### config.mk
export PLATFORM = sky130hd
export DESIGN_NAME = channel_blur
export DESIGN_NICKNAME = d
export VERILOG_FILES = /design/src/design/kernel_pkg.sv /design/src/design/image_pkg.sv /design/src/design/channel_blur.sv
export SDC_FILE = /design/constraint.sdc
export NUM_CORES = 1
export LEC_CHECK = 0
export BUFFER_PORTS_ARGS = -buffer_cell sky130_fd_sc_hd__buf_2
export CORE_AREA = 2 2 163 165
export DETAILED_ROUTE_END_ITERATION = 6
export DIE_AREA = 0 0 165 167
export SYNTH_ARGS = -nofsm -noshare
export SYNTH_HDL_FRONTEND = slang
export SYNTH_SLANG_ARGS = --single-unit
### constraint.sdc
create_clock -name vclk -period 5.7
set_clock_uncertainty 0.1 [all_clocks]
set_input_delay 0.285 -clock vclk [all_inputs]
set_output_delay 0.285 -clock vclk [all_outputs]
set_load 0.02 [all_outputs]
### src/design/kernel_pkg.sv
`default_nettype none

package kernel_pkg;

    // Window size seen by the blur
    localparam int kernel_rows = 5;
    localparam int kernel_cols = 7;

    // Largest sum is 15 * 64 = 960
    localparam int sum_w = 10;
    typedef logic [sum_w-1:0] sum_t;

    // Weights add up to 64
    localparam int norm_shift = 6;

    // All three blurred channels above this count as bright
    localparam int noise_threshold = 10;

    // Weight of each tap as a left shift, or shift_zero for no contribution
    typedef logic [2:0] shift_t;
    localparam shift_t shift_zero = 3'd7;

    // Weights 1 1 2 2 2 1 1 / 1 2 2 4 2 2 1 / 0 2 4 4 4 2 0 / ... (symmetric)
    localparam shift_t blur_shift [kernel_rows][kernel_cols] = '{
        '{3'd0, 3'd0, 3'd1, 3'd1, 3'd1, 3'd0, 3'd0},
        '{3'd0, 3'd1, 3'd1, 3'd2, 3'd1, 3'd1, 3'd0},
        '{shift_zero, 3'd1, 3'd2, 3'd2, 3'd2, 3'd1, shift_zero},
        '{3'd0, 3'd1, 3'd1, 3'd2, 3'd1, 3'd1, 3'd0},
        '{3'd0, 3'd0, 3'd1, 3'd1, 3'd1, 3'd0, 3'd0}
    };

endpackage

`default_nettype wire
### src/design/image_pkg.sv
`default_nettype none

package image_pkg;

    // One colour channel of an RGB444 pixel
    localparam int chan_w = 4;

    // Full pixel, three channels side by side
    localparam int pixel_w = 3 * chan_w;

    typedef logic [chan_w-1:0] chan_t;

    // Red sits in the top nibble, blue in the bottom one
    typedef struct packed {
        chan_t red;
        chan_t green;
        chan_t blue;
    } rgb444_t;

    // Filter window, indexed [line][pixel]
    // Entry [0][0] is the oldest pixel held, larger indices are newer
    typedef rgb444_t [kernel_pkg::kernel_rows-1:0][kernel_pkg::kernel_cols-1:0] window_t;

endpackage

`default_nettype wire

### src/design/channel_blur.sv
`timescale 1ns/1ps
`default_nettype none

module channel_blur #(
    // 0 red, 1 green, 2 blue
    parameter int channel = 0
) (
    input  image_pkg::window_t window,
    output image_pkg::chan_t   blurred
);

    kernel_pkg::sum_t sum;

    function automatic image_pkg::chan_t pick(input image_pkg::rgb444_t px);
        case (channel)
            0:       return px.red;
            1:       return px.green;
            default: return px.blue;
        endcase
    endfunction

    // Weighted sum over the whole window
    always_comb begin
        sum = '0;
        for (int r = 0; r < kernel_pkg::kernel_rows; r++) begin
            for (int c = 0; c < kernel_pkg::kernel_cols; c++) begin
                if (kernel_pkg::blur_shift[r][c] != kernel_pkg::shift_zero) begin
                    sum = sum + (kernel_pkg::sum_t'(pick(window[r][c]))
                                 << kernel_pkg::blur_shift[r][c]);
                end
            end
        end
    end

    // Divide by 64, the sum of the weights
    assign blurred = image_pkg::chan_t'(sum >> kernel_pkg::norm_shift);

endmodule

`default_nettype wire

* After elaboration in Yosys (flattened, before gate mapping) *
Cells that the tools add are included.

cells by class
  add/subtract/negate cells = 32

operator list
  operator         count
  $add A10 B5 Y10  13
  $add A10 B4 Y10  8
  $add A10 B6 Y10  5
  $add A9 B4 Y10   1
  $add A8 B4 Y9    1
  $add A7 B5 Y8    1
  $add A6 B5 Y7    1
  $add A5 B5 Y6    1
  $add A4 B4 Y5    1

word-level totals
  bits in registers = 0
  output and inout bits = 4

* Longest topological paths before layout *
  depth after elaboration = 32
  gate-level depth with buffers = 22

* Worst setup path before layout *
OpenSTA, ideal clock, no wires.

  kind = input port to output port
  from = in window[263] (netlist bit)
  to = out blurred[3]
  data arrival time = 5.685 ns
  data required time = 5.315 ns
  path slack = -0.370 ns
  stages = 20
  buffers on the path = 0
  path through = inv_1 > fa_1 > inv_1 > fa_1 > inv_1 > fa_1 > fa_1 > inv_1 > fa_1 > fa_1 > fa_1 > inv_1 > fa_1 > inv_1 > ha_1 > and4b_1 > nand4_1 > nand3_2 > a41o_1 > xor2_1

on the way
  cells in the longest elaborated chain, start to end = 14

ends and longest elaborated chain
  element                       RTL line            source
  start, declared               channel_blur.sv:8   input image_pkg::window_t window,
  $add A10 B4 Y10               channel_blur.sv:28  sum = sum + (kernel_pkg::sum_t'(pick(window[r][c]))
  $add A10 B5 Y10 (2 in a row)  channel_blur.sv:28
  $add A10 B6 Y10               channel_blur.sv:28
  $add A10 B5 Y10 (2 in a row)  channel_blur.sv:28
  $add A10 B4 Y10 (3 in a row)  channel_blur.sv:28
  $add A10 B5 Y10 (3 in a row)  channel_blur.sv:28
  $add A10 B4 Y10 (2 in a row)  channel_blur.sv:28
  end, declared                 channel_blur.sv:9   output image_pkg::chan_t blurred

Every way passes these cells.

* Final worst setup path *
  from = in window[201] (netlist bit)
  to = out blurred[0]

on the way
  cells in the longest elaborated chain, start to end = 18

ends and longest elaborated chain
  element                       RTL line
  $add A10 B6 Y10 (3 in a row)  channel_blur.sv:28
  $add A10 B5 Y10               channel_blur.sv:28
  $add A10 B4 Y10               channel_blur.sv:28
  $add A10 B5 Y10 (2 in a row)  channel_blur.sv:28
  $add A10 B6 Y10               channel_blur.sv:28
  $add A10 B5 Y10 (2 in a row)  channel_blur.sv:28
  $add A10 B4 Y10 (3 in a row)  channel_blur.sv:28
  $add A10 B5 Y10 (3 in a row)  channel_blur.sv:28
  $add A10 B4 Y10 (2 in a row)  channel_blur.sv:28

Every way passes these cells.

==> metrics.md <==
| Metric | Value |
|---|---|
| Failing checks | setup timing |
| # IOs | 424 |
| Post-CTS Hold Buffers | 0 |
| Ys Warns | 0 |
| Final Hold Fails | 0 |
| Arr. time, crit path | 5.81 ns |
| Antenna viol nets, final | 0 |
| Core Footprint | 0.02576 mm^2 |
| Cell Area, Placed | 0.005076 mm^2 |
| Clock buffer cells | 0 |
| Total grt overflow | 0 |
| First-pass GRT wire length | 15240 um |
| Util after Layout | 20.22% |
| Syn_nets | 969 |
| Mapped Area | 0.003916 mm^2 |
| Min cycle time layout | 6.193 ns |
| RSZ-0062 raised after global routing | true |
| Initial antenna violation count | 2 |
| Final setup fails | 4 |
| Total GRT Usage | 7.138% |
| Initial Util | 15.20% |
| Max_slew headroom | 84.82% |
| Commonest non-fill, non-tap cells in the layout | inv_1, buf_2, fa_1 |
| Die Area | 0.02756 mm^2 |
| Max Cap Viol | 0 |
| Die X | 165 um |
| Syn_area_per_cell | 10.12 um^2 |
| Crit end category | output pin |
| Die height | 167 um |
| Register Area | 0 um^2 |
| Final Max Tran Viols | 0 |
| First-pass DRT Iterations | 3 |
| Status | complete, but fails checks |
| Fmax | 161.5 MHz |
| Crit Path Max Fanout | 4 |
| Crit Path Class | input pin to output pin |
| Hpwl dp | 9645 um |
| # rows | 59 |
| Final-stage net count | 1115 |
| Initial drt markers | 16 |
| DR vias | 2649 |
| Least-Margin Pin Slew | 0.2214 ns |
| Worst setup margin | -0.4929 ns |
| I/O Buffers | 136 |
| Gate Count Post-Synth | 387 |
| Area grow syn2layout | 33.00% |
| Distinct cells, synth | 15 |
| Leading cell type in the layout, fill and taps excluded | inv_1 |
| Seq/Total Area, Yosys | 0% |
| Worst Path Required | 5.32 ns |
| Seq cells | 0 |
| Largest net degree at the start of global routing | 8 |
| Vias in the first global route | 2907 |
| Setup crit end | blurred[0] |
| HP Class | input pin to output pin |
| Vias per cell | 3.055 |
| DRC violations left | 0 |
| Fin area | 0.005209 mm^2 |
| WL final | 9619 um |
| CP Launch Type | input pin |
| Placer Congestion | 0.7514 |
| CP Launch Point | window[201] |
| Fin crit share | 108.6% |
| Wirelength per Cell | 11.09 um |
| Share of layout cells above drive strength 1 | 32.58% |
==> cell families after synthesis <==
kind of cell	after synthesis	share of synthesized area (%)
fa+ha+maj	162	76.49
compound gates	6	1.054
buf+inv	204	19.55
mux	1	0.2556
xor+xnor	7	1.566
simple gates	7	1.086
==> worst min path at each step <==
stage	to	slack (ns)	depth (start not counted)	startpoint
floorplan	blurred[0]	0.98	4	window[167]
global placement	blurred[0]	1.43	7	window[167]
detailed placement	blurred[0]	1.44	7	window[167]
CTS	blurred[0]	1.42	7	window[167]
global route	blurred[2]	1.57	7	window[167]
finish	blurred[2]	1.49	7	window[167]
==> synthesized netlist by cell type <==
cell type / instances / area share (%)
ha_1: 33 / 11
mux2i_1: 1 / 0.26
a21o_1: 2 / 0.38
a41o_1: 1 / 0.26
a21oi_1: 2 / 0.26
fa_1: 129 / 66
xnor2_1: 5 / 1.1
inv_1: 204 / 20
nand3_1: 1 / 0.13
and4b_1: 1 / 0.26
nor2_1: 3 / 0.29
a31oi_1: 1 / 0.16
xor2_1: 2 / 0.45
nand4_1: 1 / 0.16
nand3_2: 1 / 0.26
==> metrics by stage <==
step / TNS [ns] / std cells / hold WS, ns / worst slack [ns]
6_report: -1.877 / 867 / 1.486 / -0.4929
5_1_grt: -2.683 / 866 / 1.574 / -0.6965
4_1_cts: -2.066 / 864 / 1.424 / -0.5701
3_5_place_dp: -2.327 / 863 / 1.443 / -0.6344
3_3_place_gp: -2.150 / 863 / 1.434 / -0.5717
2_1_floorplan: -0.5921 / 387 / 0.9811 / -0.2013
==> timing repair <==
item                       CTS  global route
pin swaps                   23            21
hold endpoints to repair     0             0
buffers inserted             1             2
resized for setup           16            19
setup endpoints to repair    4             4
==> area by class of cell <==
type	instances	area, um^2
multi-input combinational	183	3237
inverter	204	765.7
timing repair buffer	144	784.5
fill	2831	20550
antenna	1	2.502
tap	335	419.2
==> metal layers <==
layer  routed length (um)  up-vias  share of wire [%]  GRT usage (%)
met5                   13        -               0.14              0
met4                    2        2              0.021              0
met3                  494        2                5.1         0.6227
met2                 4612       84                 48          11.61
met1                 4496     1270                 47          10.90
li1                     -     1291                  -              -
==> critical path, cell delays in order <==
cell and delay [ns]:
buf_2 0.11, fa_1 0.58, inv_1 0.07, fa_1 0.54
inv_1 0.06, fa_1 0.55, fa_2 0.45, fa_2 0.58
fa_2 0.43, fa_1 0.50, inv_2 0.04, fa_2 0.52
inv_2 0.04, ha_4 0.25, nand4_1 0.14, nand3_4 0.15
buf_4 0.12, buf_6 0.08, xor2_1 0.13, buf_4 0.16
Power is not shown: default switching activity piles up to over one toggle a cycle in this logic, so the estimate is an artifact.
