## src/design/kernel_pkg.sv

```systemverilog
`default_nettype none

package kernel_pkg;

    // Window size seen by the blur
    localparam int kernel_rows = 5;
    localparam int kernel_cols = 7;

    // Largest sum is 15 * 64 = 960
    localparam int sum_w = 10;
    typedef logic [sum_w-1:0] sum_t;

    // Weights add up to 64
    localparam int norm_shift = 6;

    // All three blurred channels above this count as bright
    localparam int noise_threshold = 10;

    // Weight of each tap as a left shift, or shift_zero for no contribution
    typedef logic [2:0] shift_t;
    localparam shift_t shift_zero = 3'd7;

    // Weights 1 1 2 2 2 1 1 / 1 2 2 4 2 2 1 / 0 2 4 4 4 2 0 / ... (symmetric)
    localparam shift_t blur_shift [kernel_rows][kernel_cols] = '{
        '{3'd0, 3'd0, 3'd1, 3'd1, 3'd1, 3'd0, 3'd0},
        '{3'd0, 3'd1, 3'd1, 3'd2, 3'd1, 3'd1, 3'd0},
        '{shift_zero, 3'd1, 3'd2, 3'd2, 3'd2, 3'd1, shift_zero},
        '{3'd0, 3'd1, 3'd1, 3'd2, 3'd1, 3'd1, 3'd0},
        '{3'd0, 3'd0, 3'd1, 3'd1, 3'd1, 3'd0, 3'd0}
    };

endpackage

`default_nettype wire
```

## src/design/image_pkg.sv

```systemverilog
`default_nettype none

package image_pkg;

    // One colour channel of an RGB444 pixel
    localparam int chan_w = 4;

    // Full pixel, three channels side by side
    localparam int pixel_w = 3 * chan_w;

    typedef logic [chan_w-1:0] chan_t;

    // Red sits in the top nibble, blue in the bottom one
    typedef struct packed {
        chan_t red;
        chan_t green;
        chan_t blue;
    } rgb444_t;

    // Filter window, indexed [line][pixel]
    // Entry [0][0] is the oldest pixel held, larger indices are newer
    typedef rgb444_t [kernel_pkg::kernel_rows-1:0][kernel_pkg::kernel_cols-1:0] window_t;

endpackage

`default_nettype wire

```

## src/design/blur_output_stage.sv

```systemverilog
`timescale 1ns/1ps
`default_nettype none

module blur_output_stage (
    input  logic               clk,
    input  logic               rst_n,
    input  logic               shifted,
    input  logic               filled,
    input  image_pkg::window_t window,
    input  image_pkg::chan_t   red_blur,
    input  image_pkg::chan_t   green_blur,
    input  image_pkg::chan_t   blue_blur,
    output image_pkg::rgb444_t data_out
);

    image_pkg::rgb444_t ref_px;
    image_pkg::rgb444_t next_px;
    logic               bright;

    // Mean of two channel values, rounded down
    function automatic image_pkg::chan_t average(
        input image_pkg::chan_t a,
        input image_pkg::chan_t b
    );
        logic [image_pkg::chan_w:0] total;
        total = {1'b0, a} + {1'b0, b};
        return total[image_pkg::chan_w:1];
    endfunction

    // Oldest pixel in the window
    assign ref_px = window[0][0];

    assign bright = (red_blur > kernel_pkg::noise_threshold)
                 && (green_blur > kernel_pkg::noise_threshold)
                 && (blue_blur > kernel_pkg::noise_threshold);

    always_comb begin
        if (!filled) begin
            // Window still holds cleared entries
            next_px = '0;
        end else if (bright) begin
            // Pull bright areas back toward the original pixel
            next_px.red   = average(red_blur, ref_px.red);
            next_px.green = average(green_blur, ref_px.green);
            next_px.blue  = average(blue_blur, ref_px.blue);
        end else begin
            next_px.red   = red_blur;
            next_px.green = green_blur;
            next_px.blue  = blue_blur;
        end
    end

    // One new pixel per accept, held otherwise
    always_ff @(posedge clk or negedge rst_n) begin
        if (!rst_n) begin
            data_out <= '0;
        end else if (shifted) begin
            data_out <= next_px;
        end
    end

endmodule

`default_nettype wire

```

## config.mk

```make
export PLATFORM = sky130hd
export DESIGN_NAME = blur_output_stage
export DESIGN_NICKNAME = d
export VERILOG_FILES = /design/src/design/kernel_pkg.sv /design/src/design/image_pkg.sv /design/src/design/blur_output_stage.sv
export SDC_FILE = /design/constraint.sdc
export NUM_CORES = 1
export LEC_CHECK = 0
export BUFFER_PORTS_ARGS = -buffer_cell sky130_fd_sc_hd__buf_2
export CAP_MARGIN = 20
export CORE_AREA = 8 8 168 170
export CTS_BUF_LIST = sky130_fd_sc_hd__clkbuf_16
export DETAILED_ROUTE_END_ITERATION = 8
export DIE_AREA = 0 0 176 178
export HOLD_SLACK_MARGIN = 0.03
export PLACE_DENSITY = 0.43
export SLEW_MARGIN = 40
export SYNTH_ARGS = -nofsm -noshare
export SYNTH_HDL_FRONTEND = slang
export SYNTH_SLANG_ARGS = --single-unit
```

## constraint.sdc

```tcl
create_clock -name clk -period 1.9 [get_ports clk]
set_clock_uncertainty 0.1 [all_clocks]
set_input_delay 0.57 -clock clk [delete_from_list [all_inputs] [get_ports clk]]
set_output_delay 0.57 -clock clk [all_outputs]
set_load 0.005 [all_outputs]
```

Word level (Yosys, flattened, before mapping)
Index checks and enable logic that the tools add are counted.
{"block": "classes", "add_sub_neg": 3, "magnitude_cmp": 3, "muxes": 2, "n_reduce_logical": 2}
{"cell": "12-bit two-way mux", "count": 2}
{"cell": "4-bit by 4-bit adder with 5-bit output", "count": 3}
{"cell": "4-bit > comparator (second input constant)", "count": 3}
{"cell": "1-bit logical AND", "count": 2}
{"block": "totals", "reg_bits": 12, "input_bits": 436}

Depth between registers and ports, before layout
Gate-level depths: netlist (run 1).
{"block": "logic_depth", "word_depth": 5, "mapped_depth": 6, "ltp_nobuf": 6}

Worst setup path after synthesis (run 1)
No wires, ideal clock.
{"block": "synth_timing", "path_type": "input to register", "from": "in blue_blur[3]", "to": "reg data_out[2] (netlist name)", "setup_ns": 0.126, "arrival_time_ns": 1.662, "required_time_ns": 1.674, "path_slack_ns": 0.012, "cell_stages": 6, "cell_sequence": "nand3_1 or4_1 buf_6 buf_6 a32oi_1 o21ai_1"}
{"block": "synth_between", "elab_chain_cells": 4}
{"item": "start: declaration", "line_no": "blur_output_stage.sv:12", "rtl": "input image_pkg::chan_t blue_blur,"}
{"item": "4-bit > comparator", "line_no": "blur_output_stage.sv:35", "rtl": "&& (blue_blur > kernel_pkg::noise_threshold);"}
{"item": "1-bit logical AND", "line_no": "blur_output_stage.sv:35"}
{"item": "12-bit two-way mux *", "line_no": "blur_output_stage.sv:41", "rtl": "end else if (bright) begin"}
{"item": "12-bit two-way mux *", "line_no": "blur_output_stage.sv:38", "rtl": "if (!filled) begin"}
{"item": "end signal: assignment", "line_no": "blur_output_stage.sv:58", "rtl": "data_out <= next_px;"}
{"item": "end: declaration", "line_no": "blur_output_stage.sv:13", "rtl": "output image_pkg::rgb444_t data_out"}
Every way passes the cells marked *; elsewhere a longest branch is shown, timed or not.
A chain may end at the register's enable or synchronous reset.

Worst setup path after layout (run 1)
{"block": "layout_timing", "from": "in green_blur[3]", "to": "reg data_out[9] (netlist name)"}
{"block": "layout_between", "elab_chain_cells": 5}
{"item": "start: declaration", "line_no": "blur_output_stage.sv:11", "rtl": "input image_pkg::chan_t green_blur,"}
{"item": "4-bit > comparator", "line_no": "blur_output_stage.sv:34", "rtl": "&& (green_blur > kernel_pkg::noise_threshold)"}
{"item": "1-bit logical AND", "line_no": "blur_output_stage.sv:34"}
{"item": "1-bit logical AND", "line_no": "blur_output_stage.sv:35"}
{"item": "12-bit two-way mux", "line_no": "blur_output_stage.sv:41"}
{"item": "12-bit two-way mux", "line_no": "blur_output_stage.sv:38"}
No other way between the ends.

==> metrics.txt, run 1 <==
outcome=completed; CTS tree=done; fin cells=486; Setup Viol. Count Final=0; Top reg by flops=data_out; Total GRT Usage=3.23%; Port Buffers=39; final hold vios=0; Core ar.=about 26000 µm²; Pint=~0.67 mW; Clock Latency Late Sink=approximately 0.24 ns; ANT nets after route=0; synth unique cells=34; Via density=approximately 2; total global routing overflow=0; reg-to-reg slack, setup=0.96 ns; register area share after synthesis=31.0%; Routed WL=~5000 µm; num rows=59; max_cap viols=0; Comb pwr share=26.3%; Synth Area in Compound Gates=21.7%; largest net degree at the start of global routing=15; worst-path cell chain=buf_2 > nand3_2 > or4_4 > buf_4 > o311ai_0; Diodes inserted=0; Die W=176 µm; clock share of power=42.4%; net switching power=between 0.2 and 0.3 mW; arrival time worst endpoint=1.84 ns; First-pass DRT Iterations=4; Crit Reg-Reg Endpoint=data_out[5]$_DFFE_PN0P_; Filler cells=3000; CP max-delay cell=or4_4; EDFF count, synth=0; WL per Instance=10.3 µm; setup TNS=0 ns; number of remaining DRC errors=0; switch share=between 20% and 30%; Synthesized Nets=around 550; max reg flops=12; global placer's final weighted congestion=0.657; Crit. End Element=flip-flop; root buffer cell=clkbuf_16; full die area=31300 µm²; Post-layout nets=600; upper clock frequency limit=about 0.55 GHz; Slew Limit Fails=0; Top FF cell, synth=dfrtp_1; top flop regs=data_out: 12 flops; initial antenna violation count=7; Starting DRT DRC Count=54; global-route wire length before repair=7160 µm; largest stage delay on the critical path=0.53 ns; critical path class=input pin to flip-flop; Die Y=178 µm; XOR/XNOR share of the synthesized area=4.53%; LEAKAGE=0.682 nW; Tmin final=around 1.8 ns; Crit path max-delay family=simple AND/OR/NAND/NOR gates; vias in the first global route=between 1000 and 1500; crit path max fanout=8; dpl cells=between 400 and 500; Max H-tree Level=1; Synth Area in Adders=17.9%; synthesized area=967 µm²; total number of vias=969; Synth Register Bits=12; Required @ worst endpoint=around 1.9 ns; Num Clock Sinks=12; pwr/cell area=between 500 and 600 nW/µm²; Hold Crit Class=input pin to asynchronous set/reset pin; CTS Hold Bufs=0; clock-pin slew on the worst setup and hold paths=approximately 0.040 ns; clk buf depth=2; Seq pwr share=31.3%; Slew headroom=between 70% and 80%; synthesized area per cell=9.77 µm²; simple-gate share of the synthesized area=18.2%; worst r2r path cells=1; maximum VDD drop=0.370 mV; WP buf/inv=2; async set-reset flop share out of synthesis=100%; final design utilization=6.83%; Ys Warns=0; crit share post-route=95.6%; Critical path origin=green_blur[3]; post-synthesis mux area share=0%; RSZ-0062 raised after global routing=false; Power Total=0.923 mW; Initial Utilization=3.78%; post-DP HPWL=~4400 µm; io pins=448; FF-to-FF Start=data_out[5]$_DFFE_PN0P_; Area growth syn-to-layout=80.9%; TritonCTS Buffers=3; Mapped Cells=99; share of layout cells above drive strength 1=43.0%; CP Launch Type=input pin; combinational family with the most area after synthesis=compound AO/OA/AOI/OAI gates; Worst-Margin Slew=0.332 ns
through the flow:
step | area (µm²) | worst slack (ns) | hold slack (ns)
finish | 1750 | 0.0833 | 0.123
global route | 1750 | 0.00922 | 0.142
CTS | 1730 | -0.000804 | 0.129
detailed placement | 1650 | -0.244 | 0.384
global placement | 1650 | -0.235 | 0.377
floorplan | 967 | 0.0120 | 0.174
layout by cell type, fill, tap and decap left out, drive strengths merged, types with 4 or more instances in the layout:
| master | netlist | routed |
|---|---|---|
| buf | 2 | 53 |
| dfrtp | 12 | 12 |
| ha | 9 | 9 |
| inv | 7 | 7 |
| nand2 | 6 | 6 |
| a21oi | 6 | 6 |
| nand4 | 5 | 5 |
| nand3 | 5 | 5 |
| xor2 | 4 | 4 |
power by group through the flow:
stage | sequential [mW] | combinational, mW | clock [mW]
3_3_place_gp | 0.292 | 0.247 | 0
3_5_place_dp | 0.293 | 0.248 | 0
6_report | 0.289 | 0.242 | 0.392
5_1_grt | 0.292 | 0.279 | 0.414
4_1_cts | 0.289 | 0.249 | 0.403
2_1_floorplan | 0.295 | 0.113 | 0
how the worst max path moves through the flow:
| stage | endpoint | cells past startpoint | slack [ns] |
|---|---|---|---|
| floorplan | data_out[2]$_DFFE_PN0P_ | 6 | 0.01 |
| global placement | data_out[5]$_DFFE_PN0P_ | 6 | -0.23 |
| detailed placement | data_out[5]$_DFFE_PN0P_ | 6 | -0.24 |
| CTS | data_out[5]$_DFFE_PN0P_ | 6 | -0.0008 |
| global route | data_out[5]$_DFFE_PN0P_ | 6 | 0.009 |
| finish | data_out[9]$_DFFE_PN0P_ | 5 | 0.08 |
area by class of cell:
cell class	count	area, µm²	area share, %
clock buffer	3	75.1	4.29
clock inverter	1	3.75	0.215
inverter	8	30.0	1.72
multi-input combinational	74	617	35.3
sequential	12	300	17.2
tap	335	419	24.0
timing repair buffer	53	304	17.4
cells in the mapped netlist (3+ instances only):
cell type | n | area share (%)
a21oi_1 | 6 | 3.1
a31o_2 | 3 | 2.7
clkbuf_1 | 3 | 1.2
dfrtp_1 | 12 | 31
fa_1 | 3 | 6.2
ha_1 | 9 | 12
inv_1 | 7 | 2.7
nand2_1 | 6 | 2.3
nand3_1 | 5 | 2.6
nand4_1 | 5 | 3.2
nor2b_1 | 3 | 1.9
o221ai_1 | 3 | 2.7
o2bb2ai_1 | 3 | 2.7
xor2_1 | 4 | 3.6
repair_timing:
action	CTS	global route
gates resized for setup	0	4
endpoints found under the setup margin	1	8
buffers inserted	0	0
pin swaps	0	0
metal layers:
layer	GRT usage, %	up-vias	share of wire, %
li1	-	481	-
met4	0.318	14	0.54
met1	3.41	431	39
met3	2.92	16	14
met5	0	-	1.7
met2	4.91	27	44
cell families (layout without fill, tap and decap cells):
group                      after synthesis  count (layout)
AOI/OAI and AO/OA                       28              28
and+or+nand+nor                         29              29
xor gates and xnor gates                 5               5
adders and majority gates               12              12
buffers and inverters                   13              65
DFF                                     12              12
Note: power is estimated with default switching activity, not from simulation.
==> run 2: changes to the inputs <==
--- a/config.mk
+++ b/config.mk
@@ -5,14 +5,15 @@
 export SDC_FILE = /design/constraint.sdc
 export NUM_CORES = 1
 export LEC_CHECK = 0
+export ABC_AREA = 1
 export BUFFER_PORTS_ARGS = -buffer_cell sky130_fd_sc_hd__buf_2
 export CAP_MARGIN = 20
-export CORE_AREA = 8 8 168 170
+export CORE_AREA = 2 2 173 175
 export CTS_BUF_LIST = sky130_fd_sc_hd__clkbuf_16
 export DETAILED_ROUTE_END_ITERATION = 8
-export DIE_AREA = 0 0 176 178
+export DIE_AREA = 0 0 175 177
 export HOLD_SLACK_MARGIN = 0.03
-export PLACE_DENSITY = 0.43
+export PLACE_DENSITY = 0.41
 export SLEW_MARGIN = 40
 export SYNTH_ARGS = -nofsm -noshare
 export SYNTH_HDL_FRONTEND = slang
==> run 2 against run 1 <==
  * Final area grew 9.3%
  * Synthesized cell count grew 55%
  * Area after synthesis up 8.3%
  * Register-to-register slack gained 0.21 ns
  * Critical path type unchanged
==> metrics.txt, run 2 <==
Top reg by flops=data_out; post-DP HPWL=4050 µm (-8.4%); Worst-Margin Slew=0.408 ns (+0.0762 ns); Hold Crit Class=input pin to asynchronous set/reset pin; Via density=1.82 (-8.5%); Design Area, Final=1910 µm² (+9.3%); synthesized area per cell=6.84 µm² (-30%); Port Buffers=39 (unchanged); arrival time worst endpoint=1.71 ns (-0.13 ns); upper clock frequency limit=0.599 GHz (+8.8%); max reg flops=12 (unchanged); number of remaining DRC errors=0 (unchanged); cell taking the most area after synthesis=dfrtp_1; synth unique cells=19 (-44%); total number of vias=1098 (+13%); share of layout cells above drive strength 1=31.6% (-11 points); worst r2r path cells=2 (+1); top flop regs=data_out: 12 flops; global placer's final weighted congestion=0.657 (about the same); Required @ worst endpoint=1.94 ns (+0.02 ns); final design utilization=6.54% (-0.29 points); ANT nets after route=0 (unchanged); io pins=448 (unchanged); Die W=175 µm (-0.57%); Area growth syn-to-layout=82.6%; critical path class=input pin to flip-flop; Top FF cell, synth=dfrtp_1; Num Clock Sinks=12 (unchanged); worst slack, placed=-0.0418 ns (+0.202 ns); CTS tree=done; synthesized area=1050 µm² (+8.3%); num rows=63 (+6.8%); Area contributors post-synth=dfrtp_1, nand2_1, ha_1; Starting DRT DRC Count=58 (+7.4%); WL per Instance=7.46 µm (-27%); Synthesized Nets=601 (+9.9%); clock-pin slew on the worst setup and hold paths=0.05 ns (about the same); Mapped Cells=153 (+55%); TritonCTS Buffers=3 (unchanged); Die Y=177 µm (-0.56%); max_cap viols=0 (unchanged); clk buf depth=2 (unchanged); Fin Hold WS=0.109 ns (-0.0140 ns); final worst setup slack=0.230 ns (+0.146 ns); Core ar.=29200 µm² (+14%); Synth Register Bits=12 (unchanged); Total GRT Usage=2.99% (-0.25 points); Slew headroom=72.7% (-5.0 points); EDFF count, synth=0 (unchanged); register area share after synthesis=28.7% (-2.4 points); initial antenna violation count=10 (+3); CTS Hold Bufs=0 (unchanged); dpl cells=592 (+23%); full die area=31000 µm² (-1.1%); vias in the first global route=1104 (+10%); post-CTS resize count=0 (unchanged); maximum VDD drop=0.228 mV (-38%); Initial Utilization=3.58% (-0.19 points); async set-reset flop share out of synthesis=100% (unchanged); pwr/cell area=490 nW/µm² (-7.2%); fin cells=602 (+24%); most frequent cells after synthesis=nand2_1, inv_1, nor2_1; LEAKAGE=0.870 nW (+28%); Power Total=0.937 mW (+1.5%); post-CTS setup buffers=0 (unchanged); most common cell after layout, fill and taps aside=nand2_1; Crit. End Element=flip-flop; commonest cells after routing, fill and taps aside=nand2_1, buf_2, inv_1; Clock Latency Late Sink=0.25 ns (about the same); outcome=completed; global-route wire length before repair=6490 µm (-9.3%); CP Launch Type=input pin; Tmin final=1.67 ns (-0.146 ns); Slew Limit Fails=0 (unchanged); Max H-tree Level=1 (unchanged); Filler cells=3444 (+15%); Setup Viol. Count Final=0 (unchanged); First-pass DRT Iterations=4 (unchanged); Ys Warns=0 (unchanged); RSZ-0062 raised after global routing=false; crit share post-route=87.9% (-7.7 points); crit path max fanout=2 (-6); Placed Area=1820 µm² (+10%); largest net degree at the start of global routing=13 (-2); Post-layout nets=655 (+9.2%); root buffer cell=clkbuf_16; setup TNS=0 ns (unchanged); most frequent cell after synthesis=nand2_1; total global routing overflow=0 (unchanged); Routed WL=4490 µm (-10%); Synth top area share=28.7% (-2.4 points); final hold vios=0 (unchanged)
[run 2: final timing paths]
path / startpoint / endpoint / slack (ns)
max: red_blur[0] / data_out[11]$_DFFE_PN0P_ / 0.23
min: rst_n / data_out[5]$_DFFE_PN0P_ / 0.11
max reg2reg: data_out[0]$_DFFE_PN0P_ / data_out[0]$_DFFE_PN0P_ / 1.17
min reg2reg: data_out[10]$_DFFE_PN0P_ / data_out[10]$_DFFE_PN0P_ / 0.37
max in group asynchronous: rst_n / data_out[4]$_DFFE_PN0P_ / 1.35
min in group clk: data_out[10]$_DFFE_PN0P_ / data_out[10]$_DFFE_PN0P_ / 0.37
[run 2: kinds of logic (layout without fill, tap and decap cells)]
kind of cell             count (synthesis)  in the layout  share of synthesized area (%)
AO/OA/AOI/OAI                           12             12                           7.53
flip-flops                              12             12                           28.7
buffers and inverters                   26             79                           10.0
adder cells (fa/ha/maj)                 12             12                           16.5
other                                    0              6                              0
AND/OR/NAND/NOR                         91             91                           37.3
[run 2: final cells by class]
class / instances / area (µm²) / area share [%]
Multi-Input combinational cell: 115 / 642 / 33.6
Clock inverter: 1 / 3.75 / 0.196
Sequential cell: 12 / 300 / 15.7
Clock buffer: 3 / 75.1 / 3.93
Inverter: 24 / 90.1 / 4.71
Tap cell: 390 / 488 / 25.5
Timing Repair Buffer: 51 / 298 / 15.6
Antenna cell: 6 / 15.0 / 0.785
[run 2: worst max-delay path: stages]
cell     delay [ns]
buf_2          0.12
nand2_1        0.05
inv_1          0.05
fa_1           0.38
nand2_1        0.08
inv_1          0.04
o21ai_0        0.20
nand3_2        0.09
nand3_1        0.07
nand2_1        0.05
[run 2: power by group]
group / total, mW / internal, mW / switching [mW] / leakage [nW]
sequential: 0.288 / 0.277 / 0.0104 / 0.156
clock: 0.407 / 0.279 / 0.128 / 0.0386
combinational: 0.242 / 0.103 / 0.139 / 0.676
[run 2: routing by layer]
| metal | vias up | routed length (µm) | part of all wire (%) | GRT usage, % |
|---|---|---|---|---|
| li1 | 591 | - | - | - |
| met1 | 464 | 1620 | 36 | 2.78 |
| met2 | 22 | 2140 | 48 | 4.97 |
| met3 | 13 | 562 | 13 | 1.89 |
| met4 | 8 | 118 | 2.6 | 1.77 |
| met5 | - | 47 | 1.0 | 0 |
==> run 3: changes to the inputs <==
==> constraint.sdc (replaced) <==
create_clock -name clk -period 1.7 [get_ports clk]
set_clock_uncertainty 0.1 [all_clocks]
set_input_delay 0.51 -clock clk [delete_from_list [all_inputs] [get_ports clk]]
set_output_delay 0.51 -clock clk [all_outputs]
set_load 0.005 [all_outputs]
==> run 3 against run 2 <==
  * Non-clock buffer count up 14
  * Critical path type unchanged
  * Power up 14%
  * Final area rose by 5.6%
  * Count of clock-buffer cells in the layout unchanged
  * Via count rose by 3.6%
  * Clock power increased by 9.3%
  * First-iteration DRC count down 40%
  * Combinational power increased by 24%
  * Highest routed layer unchanged
  * Largest power group unchanged
  * Final cell count grew 2.3%
  * Worst setup slack worse by 0.098 ns
  * Hold slack got worse by 0.067 ns
==> metrics.txt, run 3 (synthesized netlist as in run 2, its figures left out) <==
final hold vios=0 (unchanged); Starting DRT DRC Count=35 (-40%); Max H-tree Level=1 (unchanged); Worst-Margin Slew=0.392 ns (-0.0162 ns); Via density=1.85 (+1.3%); Power Total=1.07 mW (+14%); total global routing overflow=0 (unchanged); largest net degree at the start of global routing=13 (unchanged); Crit. End Element=flip-flop; WL per Instance=7.35 µm (-1.4%); commonest cells after routing, fill and taps aside=nand2_1, buf_2, buf_4; Hold Crit Class=input pin to asynchronous set/reset pin; global-route wire length before repair=6740 µm (+3.8%); Tmin final=between 1.5 and 2 ns; crit share post-route=92.2%; Num Clock Sinks=12 (unchanged); Clock Latency Late Sink=0.25 ns (about the same); Port Buffers=39 (unchanged); arrival time worst endpoint=1.61 ns (-0.10 ns); pwr/cell area=528 nW/µm² (+7.9%); worst r2r path cells=2 (unchanged); Design Area, Final=2020 µm² (+5.6%); post-CTS setup buffers=0 (unchanged); most common cell after layout, fill and taps aside=nand2_1; Filler cells=3447 (+0.087%); Slew headroom=73.8% (+1.1 points); crit path max fanout=3 (+1); max reg flops=12 (unchanged); Slew Limit Fails=0 (unchanged); First-pass DRT Iterations=4 (unchanged); Required @ worst endpoint=1.74 ns (-0.20 ns); global placer's final weighted congestion=0.665 (+1.2%); share of layout cells above drive strength 1=36.4% (+4.8 points); critical path class=input pin to flip-flop; ANT nets after route=0 (unchanged); TritonCTS Buffers=3 (unchanged); Post-layout nets=669 (+2.1%); Setup Viol. Count Final=0 (unchanged); Area growth syn-to-layout=92.8%; num rows=63 (unchanged); number of remaining DRC errors=0 (unchanged); setup TNS=0 ns (unchanged); clock-pin slew on the worst setup and hold paths=0.04 ns (about the same); total number of vias=1138 (+3.6%); upper clock frequency limit=about 0.64 GHz; worst slack, placed=-0.205 ns (-0.163 ns); Total GRT Usage=3.10% (+0.11 points); Top reg by flops=data_out; Die Y=177 µm (unchanged); CTS tree=done; root buffer cell=clkbuf_16; Placed Area=1920 µm² (+5.8%); vias in the first global route=1163 (+5.3%); max_cap viols=0 (unchanged); post-DP HPWL=4150 µm (+2.6%); RSZ-0062 raised after global routing=false; final worst setup slack=0.132 ns (-0.0979 ns); io pins=448 (unchanged); Core ar.=29200 µm² (unchanged); clk buf depth=2 (unchanged); Routed WL=4530 µm (+0.91%); maximum VDD drop=0.240 mV (+5.5%); initial antenna violation count=9 (-1); CP Launch Type=input pin; LEAKAGE=0.937 nW (+7.7%); Die W=175 µm (unchanged); full die area=31000 µm² (unchanged); outcome=completed; Initial Utilization=3.58% (unchanged); top flop regs=data_out: 12 flops
-- run 3: critical path, stage by stage --
cell and delay, ns:
buf_2 0.13, nand2_1 0.06, inv_1 0.05, fa_1 0.38, nand2_1 0.08, inv_1 0.05, o21ai_1 0.16, nand3_2 0.08
nand3_1 0.06, nand2_1 0.04
-- run 3: routing by layer --
layer	routed length, µm	share of wire [%]	vias up	track usage (%)
li1	-	-	620	-
met1	1720	38	478	3.03
met2	2190	48	22	5.14
met3	463	10	12	1.72
met4	123	2.7	6	1.88
met5	37	0.82	-	0
-- run 3: layout make-up --
| class | count | area [µm²] | share of cell area [%] |
|---|---|---|---|
| clock inverter | 1 | 3.75 | 0.186 |
| antenna | 6 | 15.0 | 0.743 |
| clock buffer | 3 | 75.1 | 3.72 |
| timing repair buffer | 65 | 403 | 20.0 |
| sequential | 12 | 300 | 14.9 |
| inverter | 24 | 90.1 | 4.46 |
| multi-input combinational | 115 | 644 | 31.9 |
| tap | 390 | 488 | 24.2 |
-- run 3: where the power goes --
| part | total [mW] | switching, mW | internal (mW) |
|---|---|---|---|
| Combinational | 0.300 | 0.161 | 0.138 |
| Sequential | 0.322 | 0.0122 | 0.310 |
| Clock | 0.445 | 0.135 | 0.311 |
| Total | 1.07 | 0.308 | 0.759 |
-- run 3: repair_timing --
| action | 4_1_cts | 5_1_grt |
|---|---|---|
| hold buffers | 0 | 0 |
| setup endpoints to repair | 0 | 2 |
| gates resized for setup | 0 | 2 |
-- run 3: path summary, 6_finish.rpt --
| check | start | endpoint | slack, ns |
|---|---|---|---|
| min reg2reg | data_out[6]$_DFFE_PN0P_ | data_out[6]$_DFFE_PN0P_ | 0.37 |
| max in group asynchronous | rst_n | data_out[3]$_DFFE_PN0P_ | 1.23 |
| max | red_blur[0] | data_out[11]$_DFFE_PN0P_ | 0.13 |
| min in group clk | data_out[6]$_DFFE_PN0P_ | data_out[6]$_DFFE_PN0P_ | 0.37 |
| max reg2reg | data_out[1]$_DFFE_PN0P_ | data_out[1]$_DFFE_PN0P_ | 0.97 |
| min | rst_n | data_out[9]$_DFFE_PN0P_ | 0.04 |
-- run 3: metrics by stage --
stage          std cells  hold WS, ns  utilization (%)
6_report             616       0.0419             6.91
2_1_floorplan        153        0.114                -
3_3_place_gp         606        0.318             6.58
4_1_cts              610       0.0504             6.85
3_5_place_dp         606        0.315             6.58
5_1_grt              613       0.0650             6.88
